--- src/common/cpu_pkg.sv ---
`default_nettype none

package cpu_pkg;

  localparam int XLEN = 32;

  typedef logic [4:0] reg_addr_t;

  typedef enum logic [3:0] {
    OP_NOP,
    OP_ADD,
    OP_SUB,
    OP_AND,
    OP_OR,
    OP_XOR,
    OP_ADDI,
    OP_LUI,
    OP_LW,
    OP_SW,
    OP_BEQ,
    OP_BNE,
    OP_JAL
  } op_e;

  // RV32I major opcodes
  localparam logic [6:0] OPC_OP     = 7'b0110011;
  localparam logic [6:0] OPC_OP_IMM = 7'b0010011;
  localparam logic [6:0] OPC_LUI    = 7'b0110111;
  localparam logic [6:0] OPC_LOAD   = 7'b0000011;
  localparam logic [6:0] OPC_STORE  = 7'b0100011;
  localparam logic [6:0] OPC_BRANCH = 7'b1100011;
  localparam logic [6:0] OPC_JAL    = 7'b1101111;

  localparam logic [2:0] F3_ADD_SUB = 3'b000;
  localparam logic [2:0] F3_XOR     = 3'b100;
  localparam logic [2:0] F3_OR      = 3'b110;
  localparam logic [2:0] F3_AND     = 3'b111;
  localparam logic [2:0] F3_LW      = 3'b010;
  localparam logic [2:0] F3_SW      = 3'b010;
  localparam logic [2:0] F3_BEQ     = 3'b000;
  localparam logic [2:0] F3_BNE     = 3'b001;

  localparam logic [6:0] F7_BASE = 7'b0000000;
  localparam logic [6:0] F7_SUB  = 7'b0100000;

  typedef struct packed {
    logic            valid;
    op_e             op;
    logic [XLEN-1:0] pc;
    logic [XLEN-1:0] rs1;
    logic [XLEN-1:0] rs2;
    logic [XLEN-1:0] imm;
    reg_addr_t       rd;
  } de_op_t;

  typedef struct packed {
    logic            we;
    reg_addr_t       rd;
    logic [XLEN-1:0] data;
  } rf_wr_t;

  typedef struct packed {
    logic            valid;
    logic [XLEN-1:0] pc;
  } redirect_t;

endpackage

`default_nettype wire

--- src/common/mem_port_intf.sv ---
`timescale 1ns/1ns
`default_nettype none

interface mem_port_intf
  import cpu_pkg::*;
();

  logic            req;
  logic            we;
  logic [XLEN-1:0] addr;
  logic [XLEN-1:0] wdata;
  logic            gnt;
  logic            rvalid;
  logic [XLEN-1:0] rdata;

  modport master(output req, we, addr, wdata, input gnt, rvalid, rdata);

  modport arbiter(input req, we, addr, wdata, output gnt, rvalid, rdata);

endinterface

`default_nettype wire

--- src/core/ifetch.sv ---
`timescale 1ns/1ns
`default_nettype none

module ifetch
  import cpu_pkg::*;
#(
  parameter logic [XLEN-1:0] RESET_PC = '0
) (
  input  logic            clk,
  input  logic            rst_n_i,
  mem_port_intf.master    imem,
  input  redirect_t       redirect_i,
  input  logic            pop_i,
  output logic            inst_valid_o,
  output logic [XLEN-1:0] inst_o,
  output logic [XLEN-1:0] inst_pc_o
);

  logic            active_q;
  logic [XLEN-1:0] pc_q;
  logic [XLEN-1:0] resp_pc_q;
  logic            pend_q;
  logic            drop_q;
  logic [1:0]      count_q;
  logic            rd_ptr_q;
  logic            wr_ptr_q;
  logic [XLEN-1:0] q_inst [2];
  logic [XLEN-1:0] q_pc [2];
  logic            granted;
  logic            resp_valid;
  logic            q_empty;
  logic            q_push;
  logic            q_pop;

  // Queued words plus the one in flight stay below two
  assign imem.req   = active_q & ((count_q + {1'b0, pend_q}) < 2'd2);
  assign imem.we    = 1'b0;
  assign imem.addr  = pc_q;
  assign imem.wdata = '0;
  assign granted    = imem.req & imem.gnt;

  assign resp_valid = imem.rvalid & ~drop_q;
  assign q_empty    = (count_q == 2'd0);

  // Empty queue passes the returning word straight to decode
  assign inst_valid_o = ~q_empty | resp_valid;
  assign inst_o       = q_empty ? imem.rdata : q_inst[rd_ptr_q];
  assign inst_pc_o    = q_empty ? resp_pc_q : q_pc[rd_ptr_q];

  assign q_pop  = pop_i & ~q_empty;
  assign q_push = resp_valid & ~(pop_i & q_empty);

  always_ff @(posedge clk or negedge rst_n_i) begin
    if (!rst_n_i) begin
      active_q <= 1'b0;
      pc_q     <= RESET_PC;
      pend_q   <= 1'b0;
      drop_q   <= 1'b0;
      count_q  <= 2'd0;
      rd_ptr_q <= 1'b0;
      wr_ptr_q <= 1'b0;
    end else begin
      active_q <= 1'b1;
      pend_q   <= granted;
      // A word requested now belongs to the old path
      drop_q   <= redirect_i.valid & granted;
      if (redirect_i.valid) begin
        pc_q     <= redirect_i.pc;
        count_q  <= 2'd0;
        rd_ptr_q <= 1'b0;
        wr_ptr_q <= 1'b0;
      end else begin
        if (granted) begin
          pc_q <= pc_q + XLEN'(4);
        end
        if (q_push) begin
          wr_ptr_q <= ~wr_ptr_q;
        end
        if (q_pop) begin
          rd_ptr_q <= ~rd_ptr_q;
        end
        count_q <= count_q + {1'b0, q_push} - {1'b0, q_pop};
      end
    end
  end

  always_ff @(posedge clk) begin
    if (granted) begin
      resp_pc_q <= pc_q;
    end
    if (q_push && !redirect_i.valid) begin
      q_inst[wr_ptr_q] <= imem.rdata;
      q_pc[wr_ptr_q]   <= resp_pc_q;
    end
  end

  // Credit check at issue keeps room for every return
  a_queue_no_overflow : assert property (
    @(posedge clk) disable iff (!rst_n_i)
    q_push |-> count_q != 2'd2
  ) else $error("instruction queue overflow");

endmodule

`default_nettype wire

--- src/core/decode.sv ---
`timescale 1ns/1ns
`default_nettype none

module decode
  import cpu_pkg::*;
(
  input  logic            clk,
  input  logic            rst_n_i,
  input  logic            inst_valid_i,
  input  logic [XLEN-1:0] inst_i,
  input  logic [XLEN-1:0] inst_pc_i,
  output logic            pop_o,
  output reg_addr_t       rs1_addr_o,
  output reg_addr_t       rs2_addr_o,
  input  logic [XLEN-1:0] rs1_data_i,
  input  logic [XLEN-1:0] rs2_data_i,
  input  rf_wr_t          fwd_i,
  input  redirect_t       redirect_i,
  input  logic            accept_i,
  output de_op_t          op_o
);

  logic [6:0]      opcode;
  logic [2:0]      funct3;
  logic [6:0]      funct7;
  reg_addr_t       rd;
  logic [XLEN-1:0] imm_itype;
  logic [XLEN-1:0] imm_stype;
  logic [XLEN-1:0] imm_btype;
  logic [XLEN-1:0] imm_utype;
  logic [XLEN-1:0] imm_jtype;
  logic [XLEN-1:0] rs1_val;
  logic [XLEN-1:0] rs2_val;
  logic            load_en;
  logic            valid_q;
  de_op_t          dec;
  de_op_t          op_q;

  assign opcode     = inst_i[6:0];
  assign funct3     = inst_i[14:12];
  assign funct7     = inst_i[31:25];
  assign rd         = inst_i[11:7];
  assign rs1_addr_o = inst_i[19:15];
  assign rs2_addr_o = inst_i[24:20];

  assign imm_itype = {{20{inst_i[31]}}, inst_i[31:20]};
  assign imm_stype = {{20{inst_i[31]}}, inst_i[31:25], inst_i[11:7]};
  assign imm_btype = {{19{inst_i[31]}}, inst_i[31], inst_i[7], inst_i[30:25],
                      inst_i[11:8], 1'b0};
  assign imm_utype = {inst_i[31:12], 12'b0};
  assign imm_jtype = {{11{inst_i[31]}}, inst_i[31], inst_i[19:12], inst_i[20],
                      inst_i[30:21], 1'b0};

  // Result being written this cycle is not yet in the register file
  assign rs1_val = (fwd_i.we && fwd_i.rd != '0 && fwd_i.rd == rs1_addr_o) ?
                   fwd_i.data : rs1_data_i;
  assign rs2_val = (fwd_i.we && fwd_i.rd != '0 && fwd_i.rd == rs2_addr_o) ?
                   fwd_i.data : rs2_data_i;

  always_comb begin
    dec       = '0;
    dec.valid = 1'b1;
    dec.op    = OP_NOP;
    dec.pc    = inst_pc_i;
    dec.rs1   = rs1_val;
    dec.rs2   = rs2_val;
    case (opcode)
      OPC_OP: begin
        dec.rd = rd;
        if (funct3 == F3_ADD_SUB && funct7 == F7_BASE) dec.op = OP_ADD;
        else if (funct3 == F3_ADD_SUB && funct7 == F7_SUB) dec.op = OP_SUB;
        else if (funct3 == F3_AND && funct7 == F7_BASE) dec.op = OP_AND;
        else if (funct3 == F3_OR && funct7 == F7_BASE) dec.op = OP_OR;
        else if (funct3 == F3_XOR && funct7 == F7_BASE) dec.op = OP_XOR;
        else dec.rd = '0;
      end
      OPC_OP_IMM: begin
        if (funct3 == F3_ADD_SUB) begin
          dec.op  = OP_ADDI;
          dec.rd  = rd;
          dec.imm = imm_itype;
        end
      end
      OPC_LUI: begin
        dec.op  = OP_LUI;
        dec.rd  = rd;
        dec.imm = imm_utype;
      end
      OPC_LOAD: begin
        if (funct3 == F3_LW) begin
          dec.op  = OP_LW;
          dec.rd  = rd;
          dec.imm = imm_itype;
        end
      end
      OPC_STORE: begin
        if (funct3 == F3_SW) begin
          dec.op  = OP_SW;
          dec.imm = imm_stype;
        end
      end
      OPC_BRANCH: begin
        dec.imm = imm_btype;
        if (funct3 == F3_BEQ) dec.op = OP_BEQ;
        else if (funct3 == F3_BNE) dec.op = OP_BNE;
      end
      OPC_JAL: begin
        dec.op  = OP_JAL;
        dec.rd  = rd;
        dec.imm = imm_jtype;
      end
      default: dec.op = OP_NOP;
    endcase
  end

  assign load_en = ~valid_q | accept_i;
  assign pop_o   = inst_valid_i & load_en & ~redirect_i.valid;

  always_ff @(posedge clk or negedge rst_n_i) begin
    if (!rst_n_i) begin
      valid_q <= 1'b0;
    end else if (redirect_i.valid) begin
      valid_q <= 1'b0;
    end else if (load_en) begin
      valid_q <= inst_valid_i;
    end
  end

  always_ff @(posedge clk) begin
    if (pop_o) begin
      op_q <= dec;
    end
  end

  always_comb begin
    op_o       = op_q;
    op_o.valid = valid_q;
  end

endmodule

`default_nettype wire

--- src/core/execute.sv ---
`timescale 1ns/1ns
`default_nettype none

module execute
  import cpu_pkg::*;
(
  input  logic         clk,
  input  logic         rst_n_i,
  input  de_op_t       op_i,
  output logic         accept_o,
  mem_port_intf.master dmem,
  output rf_wr_t       rf_wr_o,
  output redirect_t    redirect_o
);

  logic            load_q;
  logic            is_lw;
  logic            is_sw;
  logic            lw_issue;
  logic            rs_equal;
  logic            writes_rd;
  logic [XLEN-1:0] result;
  logic [XLEN-1:0] link_pc;

  assign is_lw    = op_i.valid & (op_i.op == OP_LW);
  assign is_sw    = op_i.valid & (op_i.op == OP_SW);
  assign lw_issue = is_lw & ~load_q;

  // LW holds the stage until its data comes back
  assign accept_o = ~lw_issue;

  assign dmem.req   = lw_issue | is_sw;
  assign dmem.we    = is_sw;
  assign dmem.addr  = op_i.rs1 + op_i.imm;
  assign dmem.wdata = op_i.rs2;

  assign link_pc  = op_i.pc + XLEN'(4);
  assign rs_equal = (op_i.rs1 == op_i.rs2);

  always_comb begin
    writes_rd = 1'b1;
    case (op_i.op)
      OP_ADD:  result = op_i.rs1 + op_i.rs2;
      OP_SUB:  result = op_i.rs1 - op_i.rs2;
      OP_AND:  result = op_i.rs1 & op_i.rs2;
      OP_OR:   result = op_i.rs1 | op_i.rs2;
      OP_XOR:  result = op_i.rs1 ^ op_i.rs2;
      OP_ADDI: result = op_i.rs1 + op_i.imm;
      OP_LUI:  result = op_i.imm;
      OP_JAL:  result = link_pc;
      default: begin
        result    = '0;
        writes_rd = 1'b0;
      end
    endcase
  end

  assign redirect_o.valid = op_i.valid & ((op_i.op == OP_BEQ && rs_equal) ||
                                          (op_i.op == OP_BNE && !rs_equal) ||
                                          (op_i.op == OP_JAL));
  assign redirect_o.pc    = op_i.pc + op_i.imm;

  always_comb begin
    rf_wr_o.rd = op_i.rd;
    if (load_q) begin
      rf_wr_o.we   = dmem.rvalid & (op_i.rd != '0);
      rf_wr_o.data = dmem.rdata;
    end else begin
      rf_wr_o.we   = op_i.valid & writes_rd & (op_i.rd != '0);
      rf_wr_o.data = result;
    end
  end

  always_ff @(posedge clk or negedge rst_n_i) begin
    if (!rst_n_i) begin
      load_q <= 1'b0;
    end else begin
      load_q <= lw_issue;
    end
  end

  a_rvalid_in_load : assert property (
    @(posedge clk) disable iff (!rst_n_i)
    dmem.rvalid |-> load_q
  ) else $error("data response outside load state");

endmodule

`default_nettype wire

--- src/core/regfile.sv ---
`timescale 1ns/1ns
`default_nettype none

module regfile
  import cpu_pkg::*;
(
  input  logic            clk,
  input  logic            rst_n_i,
  input  rf_wr_t          wr_i,
  input  reg_addr_t       raddr1_i,
  input  reg_addr_t       raddr2_i,
  output logic [XLEN-1:0] rdata1_o,
  output logic [XLEN-1:0] rdata2_o
);

  // x0 has no storage
  logic [XLEN-1:0] regs_q [1:31];

  always_ff @(posedge clk) begin
    if (wr_i.we && wr_i.rd != '0) begin
      regs_q[wr_i.rd] <= wr_i.data;
    end
  end

  assign rdata1_o = (raddr1_i == '0) ? '0 : regs_q[raddr1_i];
  assign rdata2_o = (raddr2_i == '0) ? '0 : regs_q[raddr2_i];

  // Execute masks x0 writes before they reach the port
  a_no_x0_write : assert property (
    @(posedge clk) disable iff (!rst_n_i)
    wr_i.we |-> wr_i.rd != '0
  ) else $error("write to x0 presented");

endmodule

`default_nettype wire

--- src/verilog/mem_arbiter.sv ---
`timescale 1ns/1ns
`default_nettype none

module mem_arbiter
  import cpu_pkg::*;
(
  input  logic            clk,
  input  logic            rst_n_i,
  mem_port_intf.arbiter   imem,
  mem_port_intf.arbiter   dmem,
  output logic            mem_req_o,
  output logic            mem_we_o,
  output logic [XLEN-1:0] mem_addr_o,
  output logic [XLEN-1:0] mem_wdata_o,
  input  logic [XLEN-1:0] mem_rdata_i
);

  logic rd_pend_q;
  logic rd_owner_d_q;

  // Data side always wins
  assign dmem.gnt = dmem.req;
  assign imem.gnt = imem.req & ~dmem.req;

  assign mem_req_o = dmem.req | imem.req;

  always_comb begin
    if (dmem.req) begin
      mem_we_o    = dmem.we;
      mem_addr_o  = dmem.addr;
      mem_wdata_o = dmem.wdata;
    end else begin
      mem_we_o    = imem.we;
      mem_addr_o  = imem.addr;
      mem_wdata_o = imem.wdata;
    end
  end

  // Remember who issued the read for the response cycle
  always_ff @(posedge clk or negedge rst_n_i) begin
    if (!rst_n_i) begin
      rd_pend_q    <= 1'b0;
      rd_owner_d_q <= 1'b0;
    end else begin
      rd_pend_q    <= mem_req_o & ~mem_we_o;
      rd_owner_d_q <= dmem.req;
    end
  end

  assign dmem.rvalid = rd_pend_q & rd_owner_d_q;
  assign imem.rvalid = rd_pend_q & ~rd_owner_d_q;
  assign dmem.rdata  = mem_rdata_i;
  assign imem.rdata  = mem_rdata_i;

  a_one_grant : assert property (
    @(posedge clk) disable iff (!rst_n_i)
    !(imem.gnt && dmem.gnt)
  ) else $error("both masters granted");

endmodule

`default_nettype wire

--- src/verilog/cpu_top.sv ---
`timescale 1ns/1ns
`default_nettype none

module cpu_top
  import cpu_pkg::*;
#(
  parameter logic [XLEN-1:0] RESET_PC = '0
) (
  input  logic            clk,
  input  logic            rst_n_i,
  output logic            mem_req_o,
  output logic            mem_we_o,
  output logic [XLEN-1:0] mem_addr_o,
  output logic [XLEN-1:0] mem_wdata_o,
  input  logic [XLEN-1:0] mem_rdata_i
);

  // Fetch to decode
  logic            inst_valid;
  logic [XLEN-1:0] inst;
  logic [XLEN-1:0] inst_pc;
  logic            pop;

  // Register file reads
  reg_addr_t       rs1_addr;
  reg_addr_t       rs2_addr;
  logic [XLEN-1:0] rs1_data;
  logic [XLEN-1:0] rs2_data;

  de_op_t          de_op;
  logic            accept;
  rf_wr_t          rf_wr;
  redirect_t       redirect;

  mem_port_intf imem_bus ();
  mem_port_intf dmem_bus ();

  ifetch #(
    .RESET_PC(RESET_PC)
  ) ifetch0 (
    .clk         (clk),
    .rst_n_i     (rst_n_i),
    .imem        (imem_bus.master),
    .redirect_i  (redirect),
    .pop_i       (pop),
    .inst_valid_o(inst_valid),
    .inst_o      (inst),
    .inst_pc_o   (inst_pc)
  );

  decode decode0 (
    .clk         (clk),
    .rst_n_i     (rst_n_i),
    .inst_valid_i(inst_valid),
    .inst_i      (inst),
    .inst_pc_i   (inst_pc),
    .pop_o       (pop),
    .rs1_addr_o  (rs1_addr),
    .rs2_addr_o  (rs2_addr),
    .rs1_data_i  (rs1_data),
    .rs2_data_i  (rs2_data),
    .fwd_i       (rf_wr),
    .redirect_i  (redirect),
    .accept_i    (accept),
    .op_o        (de_op)
  );

  execute execute0 (
    .clk       (clk),
    .rst_n_i   (rst_n_i),
    .op_i      (de_op),
    .accept_o  (accept),
    .dmem      (dmem_bus.master),
    .rf_wr_o   (rf_wr),
    .redirect_o(redirect)
  );

  regfile regfile0 (
    .clk     (clk),
    .rst_n_i (rst_n_i),
    .wr_i    (rf_wr),
    .raddr1_i(rs1_addr),
    .raddr2_i(rs2_addr),
    .rdata1_o(rs1_data),
    .rdata2_o(rs2_data)
  );

  mem_arbiter mem_arbiter0 (
    .clk        (clk),
    .rst_n_i    (rst_n_i),
    .imem       (imem_bus.arbiter),
    .dmem       (dmem_bus.arbiter),
    .mem_req_o  (mem_req_o),
    .mem_we_o   (mem_we_o),
    .mem_addr_o (mem_addr_o),
    .mem_wdata_o(mem_wdata_o),
    .mem_rdata_i(mem_rdata_i)
  );

endmodule

`default_nettype wire

--- config.mk ---
export PLATFORM = sky130hd
export DESIGN_NAME = cpu_top
export DESIGN_NICKNAME = d
export VERILOG_FILES = /design/src/common/cpu_pkg.sv /design/src/common/mem_port_intf.sv /design/src/core/ifetch.sv /design/src/core/decode.sv /design/src/core/execute.sv /design/src/core/regfile.sv /design/src/verilog/mem_arbiter.sv /design/src/verilog/cpu_top.sv
export SDC_FILE = /design/constraint.sdc
export NUM_CORES = 2
export LEC_CHECK = 0
export BUFFER_PORTS_ARGS = -buffer_cell sky130_fd_sc_hd__buf_4
export CAP_MARGIN = 20
export CORE_ASPECT_RATIO = 0.9
export CORE_MARGIN = 1
export CORE_UTILIZATION = 45
export CTS_CLUSTER_SIZE = 8
export DETAILED_ROUTE_END_ITERATION = 10
export HOLD_SLACK_MARGIN = 0.05
export PLACE_DENSITY = 0.71
export SKIP_LAST_GASP = 1
export SLEW_MARGIN = 20
export SYNTH_ARGS = -nofsm -noshare
export SYNTH_HDL_FRONTEND = slang
export SYNTH_HIERARCHICAL = 1
export SYNTH_SLANG_ARGS = --single-unit
--- constraint.sdc ---
create_clock -name clk -period 14.76 [get_ports clk]
set_input_delay 1.476 -clock clk [delete_from_list [all_inputs] [get_ports clk]]
set_output_delay 1.476 -clock clk [all_outputs]
set_load 0.01 [all_outputs]
Word level (Yosys, flattened, before mapping)
Memories as Yosys holds them, arrays and structs flattened.
Cells that the tools add are included.
{"block": "totals", "reg_bits": 212, "mem_bits_rw": 1120, "inputBits": 34, "output_inout_bits": 66, "elab_cells": 172, "n_memories": 3}
{"name": "regfile0.regs_q", "words": 31, "word_bits": 32, "read_ports": 2, "rd_clocked_by_memory_dff": 0, "wr": 1, "line": "regfile.sv:17", "text": "logic [XLEN-1:0] regs_q [1:31];"}
{"name": "ifetch0.q_inst", "words": 2, "word_bits": 32, "read_ports": 1, "rd_clocked_by_memory_dff": 0, "wr": 1, "line": "ifetch.sv:27", "text": "logic [XLEN-1:0] q_inst [2];"}
{"name": "ifetch0.q_pc", "words": 2, "word_bits": 32, "read_ports": 1, "rd_clocked_by_memory_dff": 0, "wr": 1, "line": "ifetch.sv:28", "text": "logic [XLEN-1:0] q_pc [2];"}
{"block": "classes", "n_addsub": 9, "order_cmp": 1, "n_eq_ne": 28, "mux": 47, "bitwise": 39, "n_reduce_logical": 27}
{"cell": "$mux W32", "n": 12}
{"cell": "$pmux W32 S8", "n": 1}
{"cell": "$pmux W32 S6", "n": 1}
{"cell": "$add A32 B32 Y32", "n": 3}
{"cell": "$mux W37", "n": 2}
{"cell": "$add A32 B3 Y32 const B", "n": 2}
{"cell": "$and A32 B32 Y32", "n": 1}
{"cell": "$eq A32 B32 Y1", "n": 1}
{"cell": "$or A32 B32 Y32", "n": 1}
{"cell": "$sub A32 B32 Y32", "n": 1}
{"cell": "$xor A32 B32 Y32", "n": 1}
{"cell": "$eq A7 B6 Y1 const B", "n": 4}
{"cell": "$mux W4", "n": 7}
{"cell": "$pmux W4 S7", "n": 1}
{"cell": "$mux W5", "n": 5}
{"cell": "$and A1 B1 Y1", "n": 20}
{"cell": "$eq A4 B4 Y1 const B", "n": 5}
{"cell": "$pmux W5 S4", "n": 1}
{"cell": "$eq A4 B3 Y1 const B", "n": 4}
{"cell": "$eq A7 B7 Y1 const B", "n": 2}
{"cell": "$mux W1", "n": 13}
{"cell": "$not A1 Y1", "n": 12}
{"cell": "$logic_and A1 B1 Y1", "n": 11}
{"cell": "$eq A5 B5 Y1", "n": 2}
{"cell": "other kinds (23)", "n": 38}

Depth between registers and ports, before layout
{"block": "depth", "ltp_word": 14, "mapped_depth": 19, "depth_no_buf": 18}

By module
The synthesis kept the hierarchy.
{"module": "regfile", "instances": 1, "cells_each": 2601, "area_each_um2": 46498.3, "seq_area_each_um2": 29788.6}
{"module": "execute", "instances": 1, "cells_each": 1532, "area_each_um2": 10126.0, "seq_area_each_um2": 25.0}
{"module": "ifetch", "instances": 1, "cells_each": 644, "area_each_um2": 8489.4, "seq_area_each_um2": 5780.5}
{"module": "decode", "instances": 1, "cells_each": 354, "area_each_um2": 5893.2, "seq_area_each_um2": 4139.0}
{"module": "mem_arbiter", "instances": 1, "cells_each": 148, "area_each_um2": 1390.1, "seq_area_each_um2": 50.0}

Least setup slack after synthesis
OpenSTA, ideal clock, no wires.
{"block": "synth_path", "path_type": "reg2reg", "startpoint": "register decode0.op_q (netlist bit decode0/op_o[44])", "endpoint": "memory ifetch0.q_inst[0][0], enable pin", "setup_time_ps": 534, "arrival_time_ps": 13450, "required_ps": 14226, "path_slack_ps": 775, "path_stages_with_launch": 13, "path_buffers": 1, "period_less_slack_ps": 13985, "cell_sequence": "edfxtp_1 > inv_1 > ha_1 > clkbuf_1 > or4_1 > nor2_1 > nand4_1 > nor2_1 > o32ai_1 > and3_1 > nor3b_1 > a21o_1 > nor3_1"}
{"element": "from (decl)", "line": "decode.sv:37", "text": "de_op_t op_q;"}
{"element": "from (signal assigned)", "line": "decode.sv:131", "text": "op_q <= dec;"}
{"element": "to (decl)", "line": "ifetch.sv:27"}

Worst setup path in the final report
{"block": "layout_path", "startpoint": "register decode0.op_q (netlist bit decode0/op_o[73])", "endpoint": "output port mem_addr_o[31]"}
{"block": "layout_via", "elab_chain_cells": 2}
{"element": "$add A32 B32 Y32", "line": "execute.sv:34", "text": "assign dmem.addr = op_i.rs1 + op_i.imm;"}
{"element": "net dmem_bus.addr[31]", "line": "mem_port_intf.sv:10", "text": "logic [XLEN-1:0] addr;"}
{"element": "$mux W32", "line": "mem_arbiter.sv:28", "text": "if (dmem.req) begin"}
{"element": "to (decl)", "line": "cpu_top.sv:13", "text": "output logic [XLEN-1:0] mem_addr_o,"}
The timed path passes the listed nets, and every way through them passes these cells.

==> impl_metrics.tcl <==
set metrics [dict create \
    status "finished, final reports clean" \
    grt.total_usage_pct 29.51 \
    ant_nets 0 \
    critPathMaxFanout 5 \
    clkSlewWorstSetupHoldPaths_ns 0.05 \
    skew_ns 0.06785 \
    worst_pin_slew_ns 1.287 \
    final_util_pct 50.09 \
    hp-start "ifetch0/resp_pc_q[0]" \
    portBuffers 99 \
    htreeDepth 4 \
    coreArea_sq_mm 0.1597 \
    p_leak_uw 0.02794 \
    rsz0062_at_grt "false" \
    hold_end "ifetch0/q_pc[0][0]" \
    whs_path_depth 0 \
    critPathKind "reg2out" \
    cts_tree "done" \
    grt_use_met1_pct 40.77 \
    die_w_um 424.8 \
    cts_root_buf "clkbuf_16" \
    drive_gt1_share_pct 20.02 \
    drt-vias-per-instance 6.760 \
    fillers 13260 \
    drt_iter0_markers 7401 \
    power_density_mw_per_mm2 268.5 \
    relSlewSlack_pct 14.19 \
    post_drt_wl_per_cell_um 32.87 \
    clkSinkCount 1332 \
    start_kind "flop" \
    maxCapViolCount 0 \
    r2r_slack_ns 8.60 \
    vdd_drop_max_mv 0.2671 \
    hold_class "reg2reg" \
    swShare_pct 43.90 \
    hpwl_um 155000 \
    fin_nets 5460 \
    fp-row-count 139 \
    via_count 50130 \
    stdcell_count 7416 \
    grt_pass1_wl_um 343700 \
    reg2reg_from "ifetch0/rd_ptr_q" \
    cp.arrival_ns 4.88 \
    p_int_uw 12050 \
    area_growth_pct 10.47 \
    place_inst 7180 \
    met2_usage_pct 42.90 \
    antenna_found_initial 12 \
    gp_congestion 1.006 \
    crit_start "decode0/op_o[73]" \
    pin_count 100 \
    cts_max_path_buffers 3 \
    comb_power_share_pct 53.0 \
    ff2ff_path_depth 10 \
    post_cts_buffers 0 \
    drc 0 \
    fin_hold_ws_ns 0.4550 \
    pwr-share-clk_pct 17.8 \
    finalWorstPathRequiredPeriod_ns 6.360 \
    syn_area_per_cell_sq_um 13.72 \
    crit_path_end_kind "output port" \
    ys_warn_count 6 \
    met3_usage_pct 7.235 \
    synthCells 5278 \
    numCtsBuffers 185 \
    grt_pass1_vias 47600 \
    hold_viol 0 \
    grt_max_degree 139 \
    setup_viol 0 \
    grt_overflow 0 \
    p_switching_uw 9428 \
    die_h_um 382.5 \
    clk_latency_ns 0.84 \
    finalCritPeriodShare_pct 43.09 \
    synth_area_sq_mm 0.07239 \
    ctsResizeCount 0 \
    worstReg2RegEnd "decode0/op_o[97]" \
    routed_wl_um 243700 \
    first_pass_iters 6 \
    clock.fmax_mhz 157.2 \
    slew_violations 0 \
    critPathRequiredTime_ns 13.28 \
    cts_hold_buffers 0 \
    power_frac_seq_pct 29.3 \
    busiest_layer "met2" \
    floorplan.initialDensity_pct 45.34 \
    finalPower_uw 21470 \
    finalSetupTns_ns 0 \
    die_area_sq_mm 0.1625 \
]
==> cell usage in the layout, fill, tap and decap left out, drive strengths merged, types with 52 or more instances in the layout <==
cell / count
mux2i: 391
a22o: 54
xnor2: 85
o21ai: 246
buf: 234
a21oi: 228
a22oi: 111
inv: 131
nand3: 112
nor2: 254
clkbuf: 214
mux4: 348
a21o: 57
and2: 52
nor2b: 70
nand2: 326
edfxtp: 1289
ha: 170
mux2: 165
==> routing by layer <==
metal / share of wire [%] / wire length [um]
met5: 0.015 / 37
met4: 5.9 / 14350
met3: 13 / 30500
met2: 43 / 105500
met1: 38 / 93350
==> sequential cells by signal, indices dropped and copies added, names as in the netlist, 2 cells and up <==
name and flops:
ifetch0/resp_pc_q 32, ifetch0/q_pc 64, decode0/op_o 137, regfile0/regs_q 992
ifetch0/imem.addr 32, ifetch0/count_q 2, ifetch0/q_inst 64
==> through the flow <==
stage / instance area [sq um] / setup slack [ns]
after CTS: 79940 / 8.597
after global placement: 74880 / 8.709
after detailed placement: 74900 / 8.596
final: 79970 / 8.400
after global routing: 79960 / 8.291
after floorplan: 72510 / 0.7754
==> worst max-delay path by stage <==
stage | end | slack (ns) | cells past startpoint
finish | mem_addr_o[31] | 8.40 | 10
floorplan | ifetch0/q_inst[0][0] | 0.78 | 12
CTS | mem_addr_o[31] | 8.60 | 10
detailed placement | decode0/op_o[93] | 8.60 | 11
global route | mem_addr_o[31] | 8.29 | 10
global placement | decode0/op_o[99] | 8.71 | 11
==> critical path, cell delays in order (launching register included) <==
cell	delay [ns]
edfxtp_1	0.58
ha_1	0.42
nand2_1	0.09
o31ai_1	0.45
o21bai_1	0.30
a2111oi_0	1.06
o21ai_0	0.26
a31oi_1	0.30
xnor2_1	0.14
mux2_2	0.31
buf_4	0.15
==> cell type report <==
class                   instances  area, sq um  share of cell area, %
clock inverters                15        272.8                 0.3411
repair buffers                234         1857                  2.322
diodes                          7        17.52                0.02191
inverters                     128        480.5                 0.6008
well taps                    2115         2646                  3.309
flip-flops and latches       1332        39790                  49.76
clock buffers                 214         4760                  5.952
multi-input cells            3371        30150                  37.70
==> power groups by stage <==
stage	clock, uW	combinational [uW]	sequential (uW)
after floorplan	0	7750	5940
after global placement	0	10900	6300
after detailed placement	0	11000	6310
after CTS	3840	11100	6250
after global routing	3980	12000	6290
final	3810	11400	6290
Note: power is estimated with default switching activity, not from simulation.
